`config.mk`:
```
export PLATFORM = sky130hd
export DESIGN_NAME = sdram_uart_tester
export DESIGN_NICKNAME = d
export VERILOG_FILES = /design/src/hdl/tester_pkg.sv /design/src/hdl/tx_pacer.sv /design/src/hdl/message_rom.sv /design/src/hdl/binary_entry.sv /design/src/hdl/menu_sequencer.sv /design/src/hdl/memory_port.sv /design/src/hdl/sdram_uart_tester.sv
export VERILOG_INCLUDE_DIRS = /design/src /design/src/include
export SDC_FILE = /design/constraint.sdc
export NUM_CORES = 1
export LEC_CHECK = 0
export BUFFER_PORTS_ARGS = -buffer_cell sky130_fd_sc_hd__buf_2
export CAP_MARGIN = 20
export CORE_UTILIZATION = 45
export CTS_CLUSTER_SIZE = 16
export DETAILED_ROUTE_END_ITERATION = 10
export REMOVE_ABC_BUFFERS = 1
export SLEW_MARGIN = 0
export SYNTH_ARGS = -nofsm -noshare
export SYNTH_HDL_FRONTEND = slang
export SYNTH_SLANG_ARGS = --single-unit
```
`constraint.sdc`:
```
create_clock -name clk -period 12.2 [get_ports clk]
set_input_delay 1.83 -clock clk [delete_from_list [all_inputs] [get_ports clk]]
set_output_delay 1.83 -clock clk [all_outputs]
set_load 0.1 [all_outputs]
```
`src/include/tester_defines.svh`:
```
`ifndef TESTER_DEFINES_SVH
`define TESTER_DEFINES_SVH

// bus widths
`define DATA_W        16
`define ADDR_W        22
`define CHAR_W        8

// consecutive tx_ready cycles before a byte goes out
`define READY_HOLD    8

// character codes
`define CHAR_CR       8'd13
`define CHAR_TAB      8'd9
`define CHAR_ZERO     8'h30
`define DIGIT_PREFIX  7'h18    // upper bits of "0" and "1"
`define OPT_WRITE     8'h31
`define OPT_READ      8'h32

// message text
`define MSG_LEN_W         5
`define MENU_LEN          27
`define WRITE_PROMPT_LEN  19
`define ADDR_PROMPT_LEN   16
`define WRITE_DONE_LEN    16
`define READ_PROMPT_LEN   21
`define READ_PREFIX_LEN   12
`define END_LEN           2

`endif

```
`src/hdl/tester_pkg.sv`:
```
`default_nettype none

`include "tester_defines.svh"

package tester_pkg;

  // fixed texts held in the message store
  typedef enum logic [2:0] {
    msg_menu,
    msg_write_prompt,
    msg_addr_prompt,
    msg_write_done,
    msg_read_prompt,
    msg_read_prefix,
    msg_crlf_end
  } msg_id_t;

  typedef struct packed {
    logic [`CHAR_W-2:0] prefix;  // matches DIGIT_PREFIX for "0"/"1"
    logic               value;   // the digit itself
  } digit_char_t;

  // received byte, taken whole or split as a binary digit
  typedef union packed {
    logic [`CHAR_W-1:0] raw;
    digit_char_t        digit;
  } rx_char_t;

  typedef enum logic [3:0] {
    st_menu,
    st_wait_opt,
    st_write_prompt,
    st_data_entry,
    st_addr_prompt,
    st_addr_entry,
    st_write_req,
    st_write_wait,
    st_write_done,
    st_read_prompt,
    st_read_entry,
    st_read_req,
    st_read_wait,
    st_read_prefix,
    st_read_digits,
    st_read_end
  } seq_state_t;

endpackage

`default_nettype wire

```
`src/hdl/tx_pacer.sv`:
```
`timescale 1ns/10ps
`default_nettype none

`include "tester_defines.svh"

module tx_pacer (
  input  wire                 clk,
  input  wire                 reset,
  input  wire                 byte_valid,
  input  wire  [`CHAR_W-1:0]  byte_data,
  input  wire                 tx_ready,
  output logic                byte_taken,
  output logic                tx_start,
  output logic [`CHAR_W-1:0]  w_data
);

  localparam int CNT_W = $clog2(`READY_HOLD);
  localparam logic [CNT_W-1:0] HOLD_LAST = CNT_W'(`READY_HOLD - 1);

  logic [CNT_W-1:0] ready_cnt;  // cycles of tx_ready seen in a row
  logic             fire;

  // last cycle of the hold window with a byte waiting
  assign fire = byte_valid && tx_ready && (ready_cnt == HOLD_LAST);

  always_ff @(posedge clk, posedge reset)
  begin
    if (reset)
    begin
      ready_cnt <= '0;
      tx_start  <= 1'b0;
    end
    else
    begin
      tx_start <= fire;
      if (!tx_ready || fire)
        ready_cnt <= '0;  // a low cycle or a send restarts the window
      else if (ready_cnt != HOLD_LAST)
        ready_cnt <= ready_cnt + 1'b1;
    end
  end

  always_ff @(posedge clk)
  begin
    if (fire)
      w_data <= byte_data;
  end

  assign byte_taken = tx_start;  // source may advance now

  // tx_ready high at both ends of the hold window before a launch
  a_start_after_hold: assert property (@(posedge clk) disable iff (reset)
    tx_start |-> $past(tx_ready) && $past(tx_ready, `READY_HOLD));

endmodule

`default_nettype wire

```
`src/hdl/message_rom.sv`:
```
`timescale 1ns/10ps
`default_nettype none

`include "tester_defines.svh"

module message_rom (
  input  wire tester_pkg::msg_id_t   msg,
  input  wire  [`MSG_LEN_W-1:0]      index,
  output logic [`CHAR_W-1:0]         char_out,
  output logic                       last
);
  import tester_pkg::*;

  localparam int TXT_W = (1 << `MSG_LEN_W) * `CHAR_W;

  //////////////////////////////////////////////////////////////////////
  // message texts, first character in the top byte
  //////////////////////////////////////////////////////////////////////

  localparam logic [TXT_W-1:0] MENU_TXT = {
    `CHAR_CR, "1-Write", `CHAR_TAB,
    `CHAR_CR, "2-Read", `CHAR_TAB,
    `CHAR_CR, "Options:", `CHAR_CR
  };
  localparam logic [TXT_W-1:0] WRITE_PROMPT_TXT = {
    `CHAR_CR, "WRITE", `CHAR_CR, "-Enter data:"
  };
  localparam logic [TXT_W-1:0] ADDR_PROMPT_TXT = {
    `CHAR_CR, "-Enter address:"
  };
  localparam logic [TXT_W-1:0] WRITE_DONE_TXT = {
    `CHAR_CR, "Data written!", `CHAR_CR, `CHAR_CR
  };
  localparam logic [TXT_W-1:0] READ_PROMPT_TXT = {
    `CHAR_CR, "READ", `CHAR_CR, "-Enter address:"
  };
  localparam logic [TXT_W-1:0] READ_PREFIX_TXT = {
    `CHAR_CR, "Read data: "
  };
  localparam logic [TXT_W-1:0] END_TXT = {`CHAR_CR, `CHAR_CR};

  logic [TXT_W-1:0] txt;
  int               len;

  always_comb
  begin
    case (msg)
      msg_menu:
      begin
        txt = MENU_TXT;
        len = `MENU_LEN;
      end
      msg_write_prompt:
      begin
        txt = WRITE_PROMPT_TXT;
        len = `WRITE_PROMPT_LEN;
      end
      msg_addr_prompt:
      begin
        txt = ADDR_PROMPT_TXT;
        len = `ADDR_PROMPT_LEN;
      end
      msg_write_done:
      begin
        txt = WRITE_DONE_TXT;
        len = `WRITE_DONE_LEN;
      end
      msg_read_prompt:
      begin
        txt = READ_PROMPT_TXT;
        len = `READ_PROMPT_LEN;
      end
      msg_read_prefix:
      begin
        txt = READ_PREFIX_TXT;
        len = `READ_PREFIX_LEN;
      end
      default:
      begin
        txt = END_TXT;
        len = `END_LEN;
      end
    endcase

    // texts are right aligned, so position 0 sits len-1 bytes up
    char_out = txt[(len - 1 - int'(index)) * `CHAR_W +: `CHAR_W];
    last     = (int'(index) == len - 1);
  end

endmodule

`default_nettype wire

```
`src/hdl/binary_entry.sv`:
```
`timescale 1ns/10ps
`default_nettype none

`include "tester_defines.svh"

module binary_entry #(
  parameter int DIGITS = 16
) (
  input  wire                 clk,
  input  wire                 reset,
  input  wire                 enable,
  input  wire                 rx_done_tick,
  input  wire  [`CHAR_W-1:0]  r_data,
  output logic [DIGITS-1:0]   word,
  output logic                echo_valid,
  input  wire                 echo_taken,
  output logic                done
);
  import tester_pkg::*;

  localparam int CNT_W = $clog2(DIGITS);
  localparam logic [CNT_W-1:0] LAST_CNT = CNT_W'(DIGITS - 1);

  rx_char_t         rx_ch;
  logic [CNT_W-1:0] count;  // digits taken so far
  logic             accept;

  assign rx_ch.raw = r_data;

  // only "0" or "1", and never over a pending echo
  assign accept = enable && rx_done_tick && !echo_valid &&
                  (rx_ch.digit.prefix == `DIGIT_PREFIX);

  always_ff @(posedge clk, posedge reset)
  begin
    if (reset)
    begin
      count      <= '0;
      echo_valid <= 1'b0;
      done       <= 1'b0;
    end
    else if (accept)
    begin
      echo_valid <= 1'b1;
      done       <= (count == LAST_CNT);
      count      <= (count == LAST_CNT) ? '0 : count + 1'b1;
    end
    else if (echo_taken)
    begin
      echo_valid <= 1'b0;
      done       <= 1'b0;
    end
  end

  always_ff @(posedge clk)
  begin
    if (accept)
      word <= {word[DIGITS-2:0], rx_ch.digit.value};  // msb first
  end

  a_count_range: assert property (@(posedge clk) disable iff (reset)
    count < DIGITS);

endmodule

`default_nettype wire

```
`src/hdl/menu_sequencer.sv`:
```
`timescale 1ns/10ps
`default_nettype none

`include "tester_defines.svh"

module menu_sequencer (
  input  wire                    clk,
  input  wire                    reset,
  input  wire                    rx_done_tick,
  input  wire  [`CHAR_W-1:0]     r_data,
  output tester_pkg::msg_id_t    msg,
  output logic [`MSG_LEN_W-1:0]  index,
  input  wire  [`CHAR_W-1:0]     rom_char,
  input  wire                    rom_last,
  output logic                   byte_valid,
  output logic [`CHAR_W-1:0]     byte_data,
  input  wire                    byte_taken,
  output logic                   data_enable,
  output logic                   addr_enable,
  input  wire                    data_echo_valid,
  input  wire                    addr_echo_valid,
  input  wire                    data_done,
  input  wire                    addr_done,
  output logic                   echo_taken,
  output logic                   write_go,
  output logic                   read_go,
  input  wire                    req_done,
  input  wire  [`DATA_W-1:0]     read_word
);
  import tester_pkg::*;

  localparam int BIT_W = $clog2(`DATA_W);
  localparam logic [`MSG_LEN_W-1:0] LAST_DIGIT = `MSG_LEN_W'(`DATA_W - 1);

  seq_state_t          state;
  seq_state_t          text_next;   // where a finished text leads
  logic                text_phase;
  logic                digit_phase;
  logic [`CHAR_W-1:0]  rx_hold;     // byte to echo
  logic [BIT_W-1:0]    bit_sel;
  logic [`CHAR_W-1:0]  digit_char;

  //////////////////////////////////////////////////////////////////////
  // message selection per state
  //////////////////////////////////////////////////////////////////////

  always_comb
  begin
    text_phase = 1'b1;
    msg        = msg_menu;
    text_next  = st_wait_opt;
    case (state)
      st_menu:
        text_next = st_wait_opt;
      st_write_prompt:
      begin
        msg       = msg_write_prompt;
        text_next = st_data_entry;
      end
      st_addr_prompt:
      begin
        msg       = msg_addr_prompt;
        text_next = st_addr_entry;
      end
      st_write_done:
      begin
        msg       = msg_write_done;
        text_next = st_menu;
      end
      st_read_prompt:
      begin
        msg       = msg_read_prompt;
        text_next = st_read_entry;
      end
      st_read_prefix:
      begin
        msg       = msg_read_prefix;
        text_next = st_read_digits;
      end
      st_read_end:
      begin
        msg       = msg_crlf_end;
        text_next = st_wait_opt;  // read ends without the menu
      end
      default:
        text_phase = 1'b0;
    endcase
  end

  assign digit_phase = (state == st_read_digits);
  assign data_enable = (state == st_data_entry);
  assign addr_enable = (state == st_addr_entry) || (state == st_read_entry);
  assign write_go    = (state == st_write_req);
  assign read_go     = (state == st_read_req);
  assign echo_taken  = byte_taken && (data_enable || addr_enable);

  // read-back, msb first
  assign bit_sel    = BIT_W'(`DATA_W - 1) - index[BIT_W-1:0];
  assign digit_char = `CHAR_ZERO + {{(`CHAR_W-1){1'b0}}, read_word[bit_sel]};

  assign byte_valid = text_phase || digit_phase ||
                      (data_enable && data_echo_valid) ||
                      (addr_enable && addr_echo_valid);
  assign byte_data  = text_phase  ? rom_char :
                      digit_phase ? digit_char : rx_hold;

  // same condition under which a collector takes a byte
  always_ff @(posedge clk)
  begin
    if (rx_done_tick && !data_echo_valid && !addr_echo_valid)
      rx_hold <= r_data;
  end

  //////////////////////////////////////////////////////////////////////
  // state flow
  //////////////////////////////////////////////////////////////////////

  always_ff @(posedge clk, posedge reset)
  begin
    if (reset)
    begin
      state <= st_menu;
      index <= '0;
    end
    else
    begin
      case (state)
        st_wait_opt:
          if (rx_done_tick)
          begin
            if (r_data == `OPT_WRITE)
              state <= st_write_prompt;
            else if (r_data == `OPT_READ)
              state <= st_read_prompt;  // anything else is dropped
          end
        st_data_entry:
          if (byte_taken && data_done)
            state <= st_addr_prompt;
        st_addr_entry:
          if (byte_taken && addr_done)
            state <= st_write_req;
        st_read_entry:
          if (byte_taken && addr_done)
            state <= st_read_req;
        st_write_req:
          state <= st_write_wait;
        st_write_wait:
          if (req_done)
            state <= st_write_done;
        st_read_req:
          state <= st_read_wait;
        st_read_wait:
          if (req_done)
            state <= st_read_prefix;
        st_read_digits:
          if (byte_taken)
          begin
            if (index == LAST_DIGIT)
            begin
              index <= '0;
              state <= st_read_end;
            end
            else
              index <= index + 1'b1;
          end
        default:
          if (byte_taken)  // text states
          begin
            if (rom_last)
            begin
              index <= '0;
              state <= text_next;
            end
            else
              index <= index + 1'b1;
          end
      endcase
    end
  end

endmodule

`default_nettype wire

```
`src/hdl/memory_port.sv`:
```
`timescale 1ns/10ps
`default_nettype none

`include "tester_defines.svh"

module memory_port (
  input  wire                clk,
  input  wire                reset,
  input  wire                write_go,
  input  wire                read_go,
  input  wire  [`ADDR_W-1:0] addr_word,
  input  wire  [`DATA_W-1:0] data_word,
  input  wire                sys_ack,
  output logic [`ADDR_W-1:0] sys_addr,
  output logic [`DATA_W-1:0] sys_data_to_sdram,
  input  wire  [`DATA_W-1:0] sys_data_from_sdram,
  output logic               sys_write_rq,
  output logic               sys_read_rq,
  output logic               req_done,
  output logic [`DATA_W-1:0] read_word
);

  logic busy;

  assign busy = sys_write_rq || sys_read_rq;

  always_ff @(posedge clk, posedge reset)
  begin
    if (reset)
    begin
      sys_write_rq <= 1'b0;
      sys_read_rq  <= 1'b0;
      req_done     <= 1'b0;
    end
    else
    begin
      req_done <= busy && sys_ack;
      if (busy && sys_ack)
      begin
        sys_write_rq <= 1'b0;  // drop the cycle after ack
        sys_read_rq  <= 1'b0;
      end
      else if (!busy)
      begin
        sys_write_rq <= write_go;
        sys_read_rq  <= read_go;
      end
    end
  end

  always_ff @(posedge clk)
  begin
    if (sys_read_rq && sys_ack)
      read_word <= sys_data_from_sdram;
  end

  // collectors hold their words while the request is open
  assign sys_addr          = busy ? addr_word : '0;
  assign sys_data_to_sdram = data_word;

  a_one_request: assert property (@(posedge clk) disable iff (reset)
    !(sys_write_rq && sys_read_rq));

  // an open request keeps its kind and address until acknowledged
  a_request_held: assert property (@(posedge clk) disable iff (reset)
    busy && !sys_ack |=> $stable({sys_write_rq, sys_read_rq, sys_addr}));

endmodule

`default_nettype wire

```
`src/hdl/sdram_uart_tester.sv`:
```
`timescale 1ns/10ps
`default_nettype none

`include "tester_defines.svh"

module sdram_uart_tester (
  input  wire                clk,
  input  wire                reset,
  input  wire                rx_done_tick,
  input  wire  [`CHAR_W-1:0] r_data,
  input  wire                tx_ready,
  output wire                tx_start,
  output wire  [`CHAR_W-1:0] w_data,
  output wire  [`ADDR_W-1:0] sys_addr,
  output wire  [`DATA_W-1:0] sys_data_to_sdram,
  input  wire  [`DATA_W-1:0] sys_data_from_sdram,
  output wire                sys_write_rq,
  output wire                sys_read_rq,
  input  wire                sys_ack
);
  import tester_pkg::*;

  msg_id_t               msg;
  wire [`MSG_LEN_W-1:0]  index;
  wire [`CHAR_W-1:0]     rom_char;
  wire                   rom_last;
  wire                   byte_valid;
  wire [`CHAR_W-1:0]     byte_data;
  wire                   byte_taken;
  wire                   data_enable;
  wire                   addr_enable;
  wire                   data_echo_valid;
  wire                   addr_echo_valid;
  wire                   data_done;
  wire                   addr_done;
  wire                   echo_taken;
  wire                   write_go;
  wire                   read_go;
  wire                   req_done;
  wire [`DATA_W-1:0]     read_word;
  wire [`DATA_W-1:0]     data_word;
  wire [`ADDR_W-1:0]     addr_word;

  menu_sequencer u_sequencer (
    .clk             (clk),
    .reset           (reset),
    .rx_done_tick    (rx_done_tick),
    .r_data          (r_data),
    .msg             (msg),
    .index           (index),
    .rom_char        (rom_char),
    .rom_last        (rom_last),
    .byte_valid      (byte_valid),
    .byte_data       (byte_data),
    .byte_taken      (byte_taken),
    .data_enable     (data_enable),
    .addr_enable     (addr_enable),
    .data_echo_valid (data_echo_valid),
    .addr_echo_valid (addr_echo_valid),
    .data_done       (data_done),
    .addr_done       (addr_done),
    .echo_taken      (echo_taken),
    .write_go        (write_go),
    .read_go         (read_go),
    .req_done        (req_done),
    .read_word       (read_word)
  );

  tx_pacer u_pacer (
    .clk        (clk),
    .reset      (reset),
    .byte_valid (byte_valid),
    .byte_data  (byte_data),
    .tx_ready   (tx_ready),
    .byte_taken (byte_taken),
    .tx_start   (tx_start),
    .w_data     (w_data)
  );

  message_rom u_rom (
    .msg      (msg),
    .index    (index),
    .char_out (rom_char),
    .last     (rom_last)
  );

  //////////////////////////////////////////////////////////////////////
  // digit collectors, one per entry field
  //////////////////////////////////////////////////////////////////////

  binary_entry #(.DIGITS(`DATA_W)) data_entry (
    .clk          (clk),
    .reset        (reset),
    .enable       (data_enable),
    .rx_done_tick (rx_done_tick),
    .r_data       (r_data),
    .word         (data_word),
    .echo_valid   (data_echo_valid),
    .echo_taken   (echo_taken),
    .done         (data_done)
  );

  binary_entry #(.DIGITS(`ADDR_W)) addr_entry (
    .clk          (clk),
    .reset        (reset),
    .enable       (addr_enable),
    .rx_done_tick (rx_done_tick),
    .r_data       (r_data),
    .word         (addr_word),
    .echo_valid   (addr_echo_valid),
    .echo_taken   (echo_taken),
    .done         (addr_done)
  );

  memory_port u_mem_port (
    .clk                 (clk),
    .reset               (reset),
    .write_go            (write_go),
    .read_go             (read_go),
    .addr_word           (addr_word),
    .data_word           (data_word),
    .sys_ack             (sys_ack),
    .sys_addr            (sys_addr),
    .sys_data_to_sdram   (sys_data_to_sdram),
    .sys_data_from_sdram (sys_data_from_sdram),
    .sys_write_rq        (sys_write_rq),
    .sys_read_rq         (sys_read_rq),
    .req_done            (req_done),
    .read_word           (read_word)
  );

endmodule

`default_nettype wire

```
# Word-level counts from Yosys, hierarchy flattened
# Index checks and enable logic that the tools add are counted.
[op_classes] reduce_logical=39 div=0 addsub=8 n_mux=41 order_cmp=1 eq_ne=39 mul=0 n_bitwise=1 shift=1
[ops] cell="212-bit case mux with 6 select lines" count=1
[ops] cell="256-bit by 32-bit indexed part select with 8-bit output" count=1
[ops] cell="4-bit two-way mux" count=13
[ops] cell="4-bit equality test (second input constant)" count=9
[ops] cell="4-bit case mux with 9 select lines" count=1
[ops] cell="5-bit two-way mux" count=5
[ops] cell="5-bit case mux with 5 select lines" count=1
[ops] cell="22-bit two-way mux" count=1
[ops] cell="4-bit case mux with 5 select lines" count=1
[ops] cell="3-bit case mux with 6 select lines" count=1
[ops] cell="1-bit logical AND" count=17
[ops] cell="4-bit by 3-bit equality test with 1-bit output (second input constant)" count=4
[ops] cell="8-bit by 6-bit equality test with 1-bit output (second input constant)" count=2
[ops] cell="8-bit two-way mux" count=2
[ops] cell="2-bit != test (second input constant)" count=6
[ops] cell="1-bit two-way mux" count=11
[ops] cell="11-bit AND reduction" count=1
[ops] cell="5-bit by 1-bit adder with 5-bit output (second input constant)" count=2
[ops] cell="5-bit case mux with 2 select lines" count=1
[ops] cell="10-bit nonzero test" count=1
[ops] cell="3-bit equality test (second input constant)" count=3
[ops] cell="9-bit nonzero test" count=1
[ops] cell="4-bit by 2-bit equality test with 1-bit output (second input constant)" count=2
[ops] cell="8-bit OR reduction" count=1
[ops] cell="28 further kinds" count=42
[totals] output_inout_bits=49 regBits=99 mem_count=0 latch_bits=0 mem_bits_ro=0 ram_bits=0

# Longest topological paths before layout
[depth] word_depth=10 ltp_mapped=18 ltp_nobuf=12

# Hierarchy
# A second synthesis with hierarchy kept.
[hier_totals] cells_unflattened=724 hier_area_um2=6952.9
[by_module_without_submodules] mod="message_rom" seq_area_each_um2=0.0 cells_each=363 area_per_inst_um2=2187.1 instances=1
[by_module_without_submodules] mod="menu_sequencer" seq_area_each_um2=465.4 cells_each=165 area_per_inst_um2=1510.2 instances=1
[by_module_without_submodules] mod="binary_entry (addr_entry)" seq_area_each_um2=835.8 cells_each=59 area_per_inst_um2=1108.6 instances=1
[by_module_without_submodules] mod="memory_port" seq_area_each_um2=555.5 cells_each=66 area_per_inst_um2=878.3 instances=1
[by_module_without_submodules] mod="binary_entry (data_entry)" seq_area_each_um2=630.6 cells_each=45 area_per_inst_um2=827.0 instances=1
[by_module_without_submodules] mod="tx_pacer" seq_area_each_um2=340.3 cells_each=26 area_per_inst_um2=441.7 instances=1

# Worst setup path before layout
# No wires, ideal clock.
[synth_path] path_kind="register -> output" from="register u_mem_port.sys_write_rq" to="output port sys_addr[10]" n_path_buf=1 stages_incl_launch_ff=4 arrival_ns=2.785 required_time_ns=10.370 setup_slack_ns=7.585 path_cell_list="dfrtp_1 -> nor2_1 -> clkbuf_1 -> nor2b_1"
[synth_between] elab_chain_len=2
[synth_lines] item="start: declaration" line="memory_port.sv:17" text="output logic sys_write_rq,"
[synth_lines] item="start signal: assignment" line="memory_port.sv:45" text="sys_write_rq <= write_go;"
[synth_lines] item="1-bit logical OR" line="memory_port.sv:25" text="assign busy = sys_write_rq || sys_read_rq;"
[synth_lines] item="22-bit two-way mux" line="memory_port.sv:58" text="assign sys_addr = busy ? addr_word : '0;"
[synth_lines] item="end: declaration" line="sdram_uart_tester.sv:14" text="output wire [`ADDR_W-1:0] sys_addr,"
# No other way between the ends.

# Final worst setup path
[layout_path] from="register u_sequencer.state[3]" to="register u_pacer.w_data[6] (data pin)"
[layout_between] elab_chain_len=9 word_cells_on_any_way=25 cone_classes="2 x add/sub; 12 x eq/ne; 1 x shift; 6 x mux; 4 x reduce/logical"
[layout_lines] item="start: declaration" line="menu_sequencer.sv:35" text="seq_state_t state;"
[layout_lines] item="start signal: assignment" line="menu_sequencer.sv:122" text="state <= st_menu;"
[layout_lines] item="start signal: assignment" line="menu_sequencer.sv:132" text="state <= st_write_prompt;"
[layout_lines] item="start signal: assignment" line="menu_sequencer.sv:134" text="state <= st_read_prompt;"
[layout_lines] item="4-bit equality test (tied with other cells)" line="menu_sequencer.sv:52" text="case (state)"
[layout_lines] item="3-bit case mux with 6 select lines" line="menu_sequencer.sv:52"
[layout_lines] item="3-bit by 2-bit equality test with 1-bit output" line="message_rom.sv:47" text="case (msg)"
[layout_lines] item="2-bit OR reduction (no line)"
[layout_lines] item="5-bit case mux with 5 select lines" line="message_rom.sv:47"
[layout_lines] item="5-bit by 1-bit subtractor with 6-bit output" line="message_rom.sv:86" text="char_out = txt[(len - 1 - int'(index)) * `CHAR_W +: `CHAR_W];"
[layout_lines] item="6-bit by 6-bit subtractor with 7-bit output" line="message_rom.sv:86"
[layout_lines] item="256-bit by 32-bit indexed part select with 8-bit output" line="message_rom.sv:86"
[layout_lines] item="8-bit two-way mux (*)" line="menu_sequencer.sv:104" text="assign byte_data = text_phase ? rom_char :"
[layout_lines] item="named net byte_data[6]" line="sdram_uart_tester.sv:28" text="wire [`CHAR_W-1:0] byte_data;"
[layout_lines] item="end signal: assignment" line="tx_pacer.sv:46" text="w_data <= byte_data;"
[layout_lines] item="end: declaration" line="tx_pacer.sv:14" text="output logic [`CHAR_W-1:0] w_data"
# Mark *: on every way through the listed nets, which the timed path passes. The rest lies on a longest branch.
# A chain may end at the register's enable or synchronous reset.

==> out/metrics.csv <==
stage;metric;value;unit
outcome;status;complete, no violations;
finish;NumNets Final;817;
die;initial core utilization;45.9;%
critical_path;worst path arrival time;5.18;ns
synthesis;Synth Instances;726;
critical_path;critical path endpoint category;register;
synthesis;mux share of post-synthesis cell area;3.02;%
route;via/cell ratio;6.71;
critical_path;R2R cell count;13;
critical_path;critical path type;register to register;
finish;layout cell share with drive strength beyond 1;18.1;%
route;TritonRoute pass-1 iters;6;
timing;RSZ-0062 raised after global routing;no;
synthesis;Synth Area in XOR/XNOR;1.56;%
critical_path;crit path from;u_sequencer.state[3];
flow_run;max-cap violations;0;
synthesis;Seq cells post-synth;99;
synthesis;Synth Area in Adders;2.71;%
clocking;post-CTS setup buffer count;0;
timing;Max Clock Freq;202;MHz
synthesis;number of synthesized flops with an enable pin;70;
synthesis;syn_area_per_cell;9.14;um^2
synthesis;simple-gate share of the synthesized area;20.1;%
synthesis;Main synth FF type;edfxtp_1;
route;Antenna Nets Post-Route;0;
clocking;Root Buffer;clkbuf_16;
route;Routed Wire Length;23.2;mm
clocking;CTS tree;built;
synthesis;top cell type's share of synthesized area;31.7;%
finish;Layout area overhead;12.6;%
critical_path;worst path required time;12.43;ns
pwr;combinational share of power;19.9;%
synthesis;top cells by area, synth;edfxtp_1, dfrtp_1, o21ai_0;
synthesis;Distinct cells, synth;80;
place;post-placement setup slack;7.52;ns
global_route;largest net degree at the start of global routing;66;
timing;final worst-path setup slack;7.25;ns
global_route;all-layer global routing usage;31.2;%
route;initial drt markers;801;
synthesis;post-synthesis compound-gate area fraction;25.2;%
die;IO Pins;78;
timing;final setup violation count;0;
critical_path;most used cell, CP;buf_4;
die;die area;15200;um^2
global_route;vias in the first global route;6068;
place;Routability Congestion;0.994;
synthesis;cell accounting for the most synthesized area;edfxtp_1;
clocking;clk sink count;99;
route;WL/cell;24.0;um
pwr;Lkg Pwr;0.00280;uW
pwr;Clock power frac;35.3;%
critical_path;critical path, cell by cell;buf_4 > nand3_1 > o211ai_2 > inv_1 > fa_1 > buf_4 > clkinv_1 > nor2_1 > a22oi_1 > o32ai_1 > a311oi_1 > o211ai_1 > a22o_1;
place;PortBufs;77;
pwr;P per Cell Area;109;nW/um^2
hold_path;hold path depth;0;
timing;TNS Setup;0;ns
clocking;Worst-path clk slew;0.08;ns
synthesis;largest family of logic cells by synthesized area;compound AO/OA/AOI/OAI gates;
die;Die H;123;um
critical_path;crit path launch type;register;
critical_path;R2R Path Start;u_sequencer.state[3];
timing;Slew Limit Fails;0;
timing;worst clock skew;0.0212;ns
timing;Slew headroom;34.9;%
route;vias post-DR;6473;
place;Detailed Place HPWL;16.1;mm
timing;period utilisation layout;40.6;%
critical_path;Critical-path top delay cell;nor2_1;
clocking;CTS max path bufs;2;
route;DRC;0;
synthesis;Synth async-reset ratio;29.3;%
pwr;Cell Int Power;564;uW
timing;Hold Fails Final Rpt;0;
timing;Worst-Margin Slew;0.973;ns
timing;Final Critical Period;4.95;ns
finish;Filler Cell Count;1334;
die;site row count;44;
critical_path;CP delay by family, top;buffers and inverters;
timing;WHS;0.442;ns
clocking;post-CTS resize count;0;
synthesis;top cells by count, synth;edfxtp_1, nand2_1, nor2_1, o21ai_0, a21oi_1;
die;CORE AREA;14500;um^2
global_route;global-route wire length before repair;34.9;mm
synthesis;Yosys Warn Count;0;
die;Die X;123;um
hold_path;worst hold path class;register to register;
critical_path;CP Depth;13;
clocking;worst-skew pair later-pin latency;0.37;ns
pwr;Sequential Power Share;44.8;%
critical_path;Crit path largest cell delay;0.74;ns
global_route;grt ovf;0;
critical_path;WP buf/inv;4;
pwr;Sw Share;31.0;%
clocking;CTS H-tree lvls;3;
finish;ANT cells;0;
synthesis;mapped cell area;6640;um^2
synthesis;sequential element share of the synthesized area;42.6;%
pwr;Peak VDD IR;0.0000685;V
clocking;total CTS buffers;9;
pwr;switching power;253;uW
synthesis;most common cell in the synthesized netlist;edfxtp_1;
critical_path;Max Fanout on Critical Path;64;
global_route;initial antenna violation count;0;
hold_path;HP Start;addr_entry.word[8];
clocking;Hold Buf Count CTS;0;
[through the flow]
step           instance area, um^2  total power [uW]  instances  util, %
2_1_floorplan                 6390               475        668        -
3_3_place_gp                  7180               530        948     49.6
3_5_place_dp                  7180               528        948     49.6
4_1_cts                       7480               816        964     51.7
5_1_grt                       7480               845        964     51.7
6_report                      7480               817        964     51.7
[power groups by stage]
stage	logic [uW]	clock network [uW]	registers [uW]
2_1_floorplan	96.5	0	379
3_3_place_gp	157	0	373
3_5_place_dp	155	0	373
6_report	162	288	366
5_1_grt	171	307	366
4_1_cts	155	295	366
[path summary, 6_finish.rpt]
check / to / slack, ns
worst min register to register: addr_entry.word[9] / 0.44
worst max register to register: u_pacer.w_data[6] / 7.25
worst max-delay path: u_pacer.w_data[6] / 7.25
worst min-delay path: addr_entry.word[9] / 0.44
min in group asynchronous: u_sequencer.index[4] / 1.53
max in group asynchronous: u_sequencer.index[0] / 10.34
[routing by layer]
metal	up-vias	part of all wire (%)	track usage [%]
met5	-	0	0
met4	0	4.6	17.5
met3	85	9.4	6.18
met2	438	45	48.0
met1	3079	41	41.1
li1	2871	-	-
[kinds of logic (layout without fill, tap and decap cells)]
group           count (synthesis)  count (layout)
mux                            13              13
fa+ha+maj                      14              14
compound gates                247             247
buf+inv                        77             131
simple gates                  265             265
xor+xnor                       11              11
flops                          99              99
[sequential cells by signal (all words and copies together), names as in the netlist]
register and cells:
addr_entry.echo_valid 1, data_entry.done 1, data_entry.echo_valid 1, data_entry.count 4, u_sequencer.rx_hold 8, u_sequencer.index 5, addr_entry.word 22, u_mem_port.req_done 1
u_sequencer.state 4, u_pacer.ready_cnt 3, u_pacer.byte_taken 1, u_mem_port.sys_read_rq 1, u_mem_port.sys_write_rq 1, u_pacer.w_data 8, addr_entry.done 1, addr_entry.count 5
u_mem_port.read_word 16, data_entry.word 16
[final cells by class]
cell class / instances / area, um^2 / share of cell area, %
well taps: 184 / 230 / 3.08
flip-flops and latches: 99 / 2830 / 37.8
repair buffers: 96 / 528 / 7.06
multi-input cells: 550 / 3530 / 47.1
clock inverters: 7 / 68.8 / 0.920
inverters: 19 / 71.3 / 0.954
clock buffers: 9 / 225 / 3.01
[layout by cell type (no fill, tap or decap), drive strengths merged, types with 13 or more instances in the layout]
master and instances:
nor3 19, nor2b 34, o21ai 60, inv 21, nand2 67, buf 96
nand2b 13, nand3 20, dfrtp 29, a21oi 47, o22ai 17, nor2 60
edfxtp 70
Note: power is estimated with default switching activity, not from simulation.
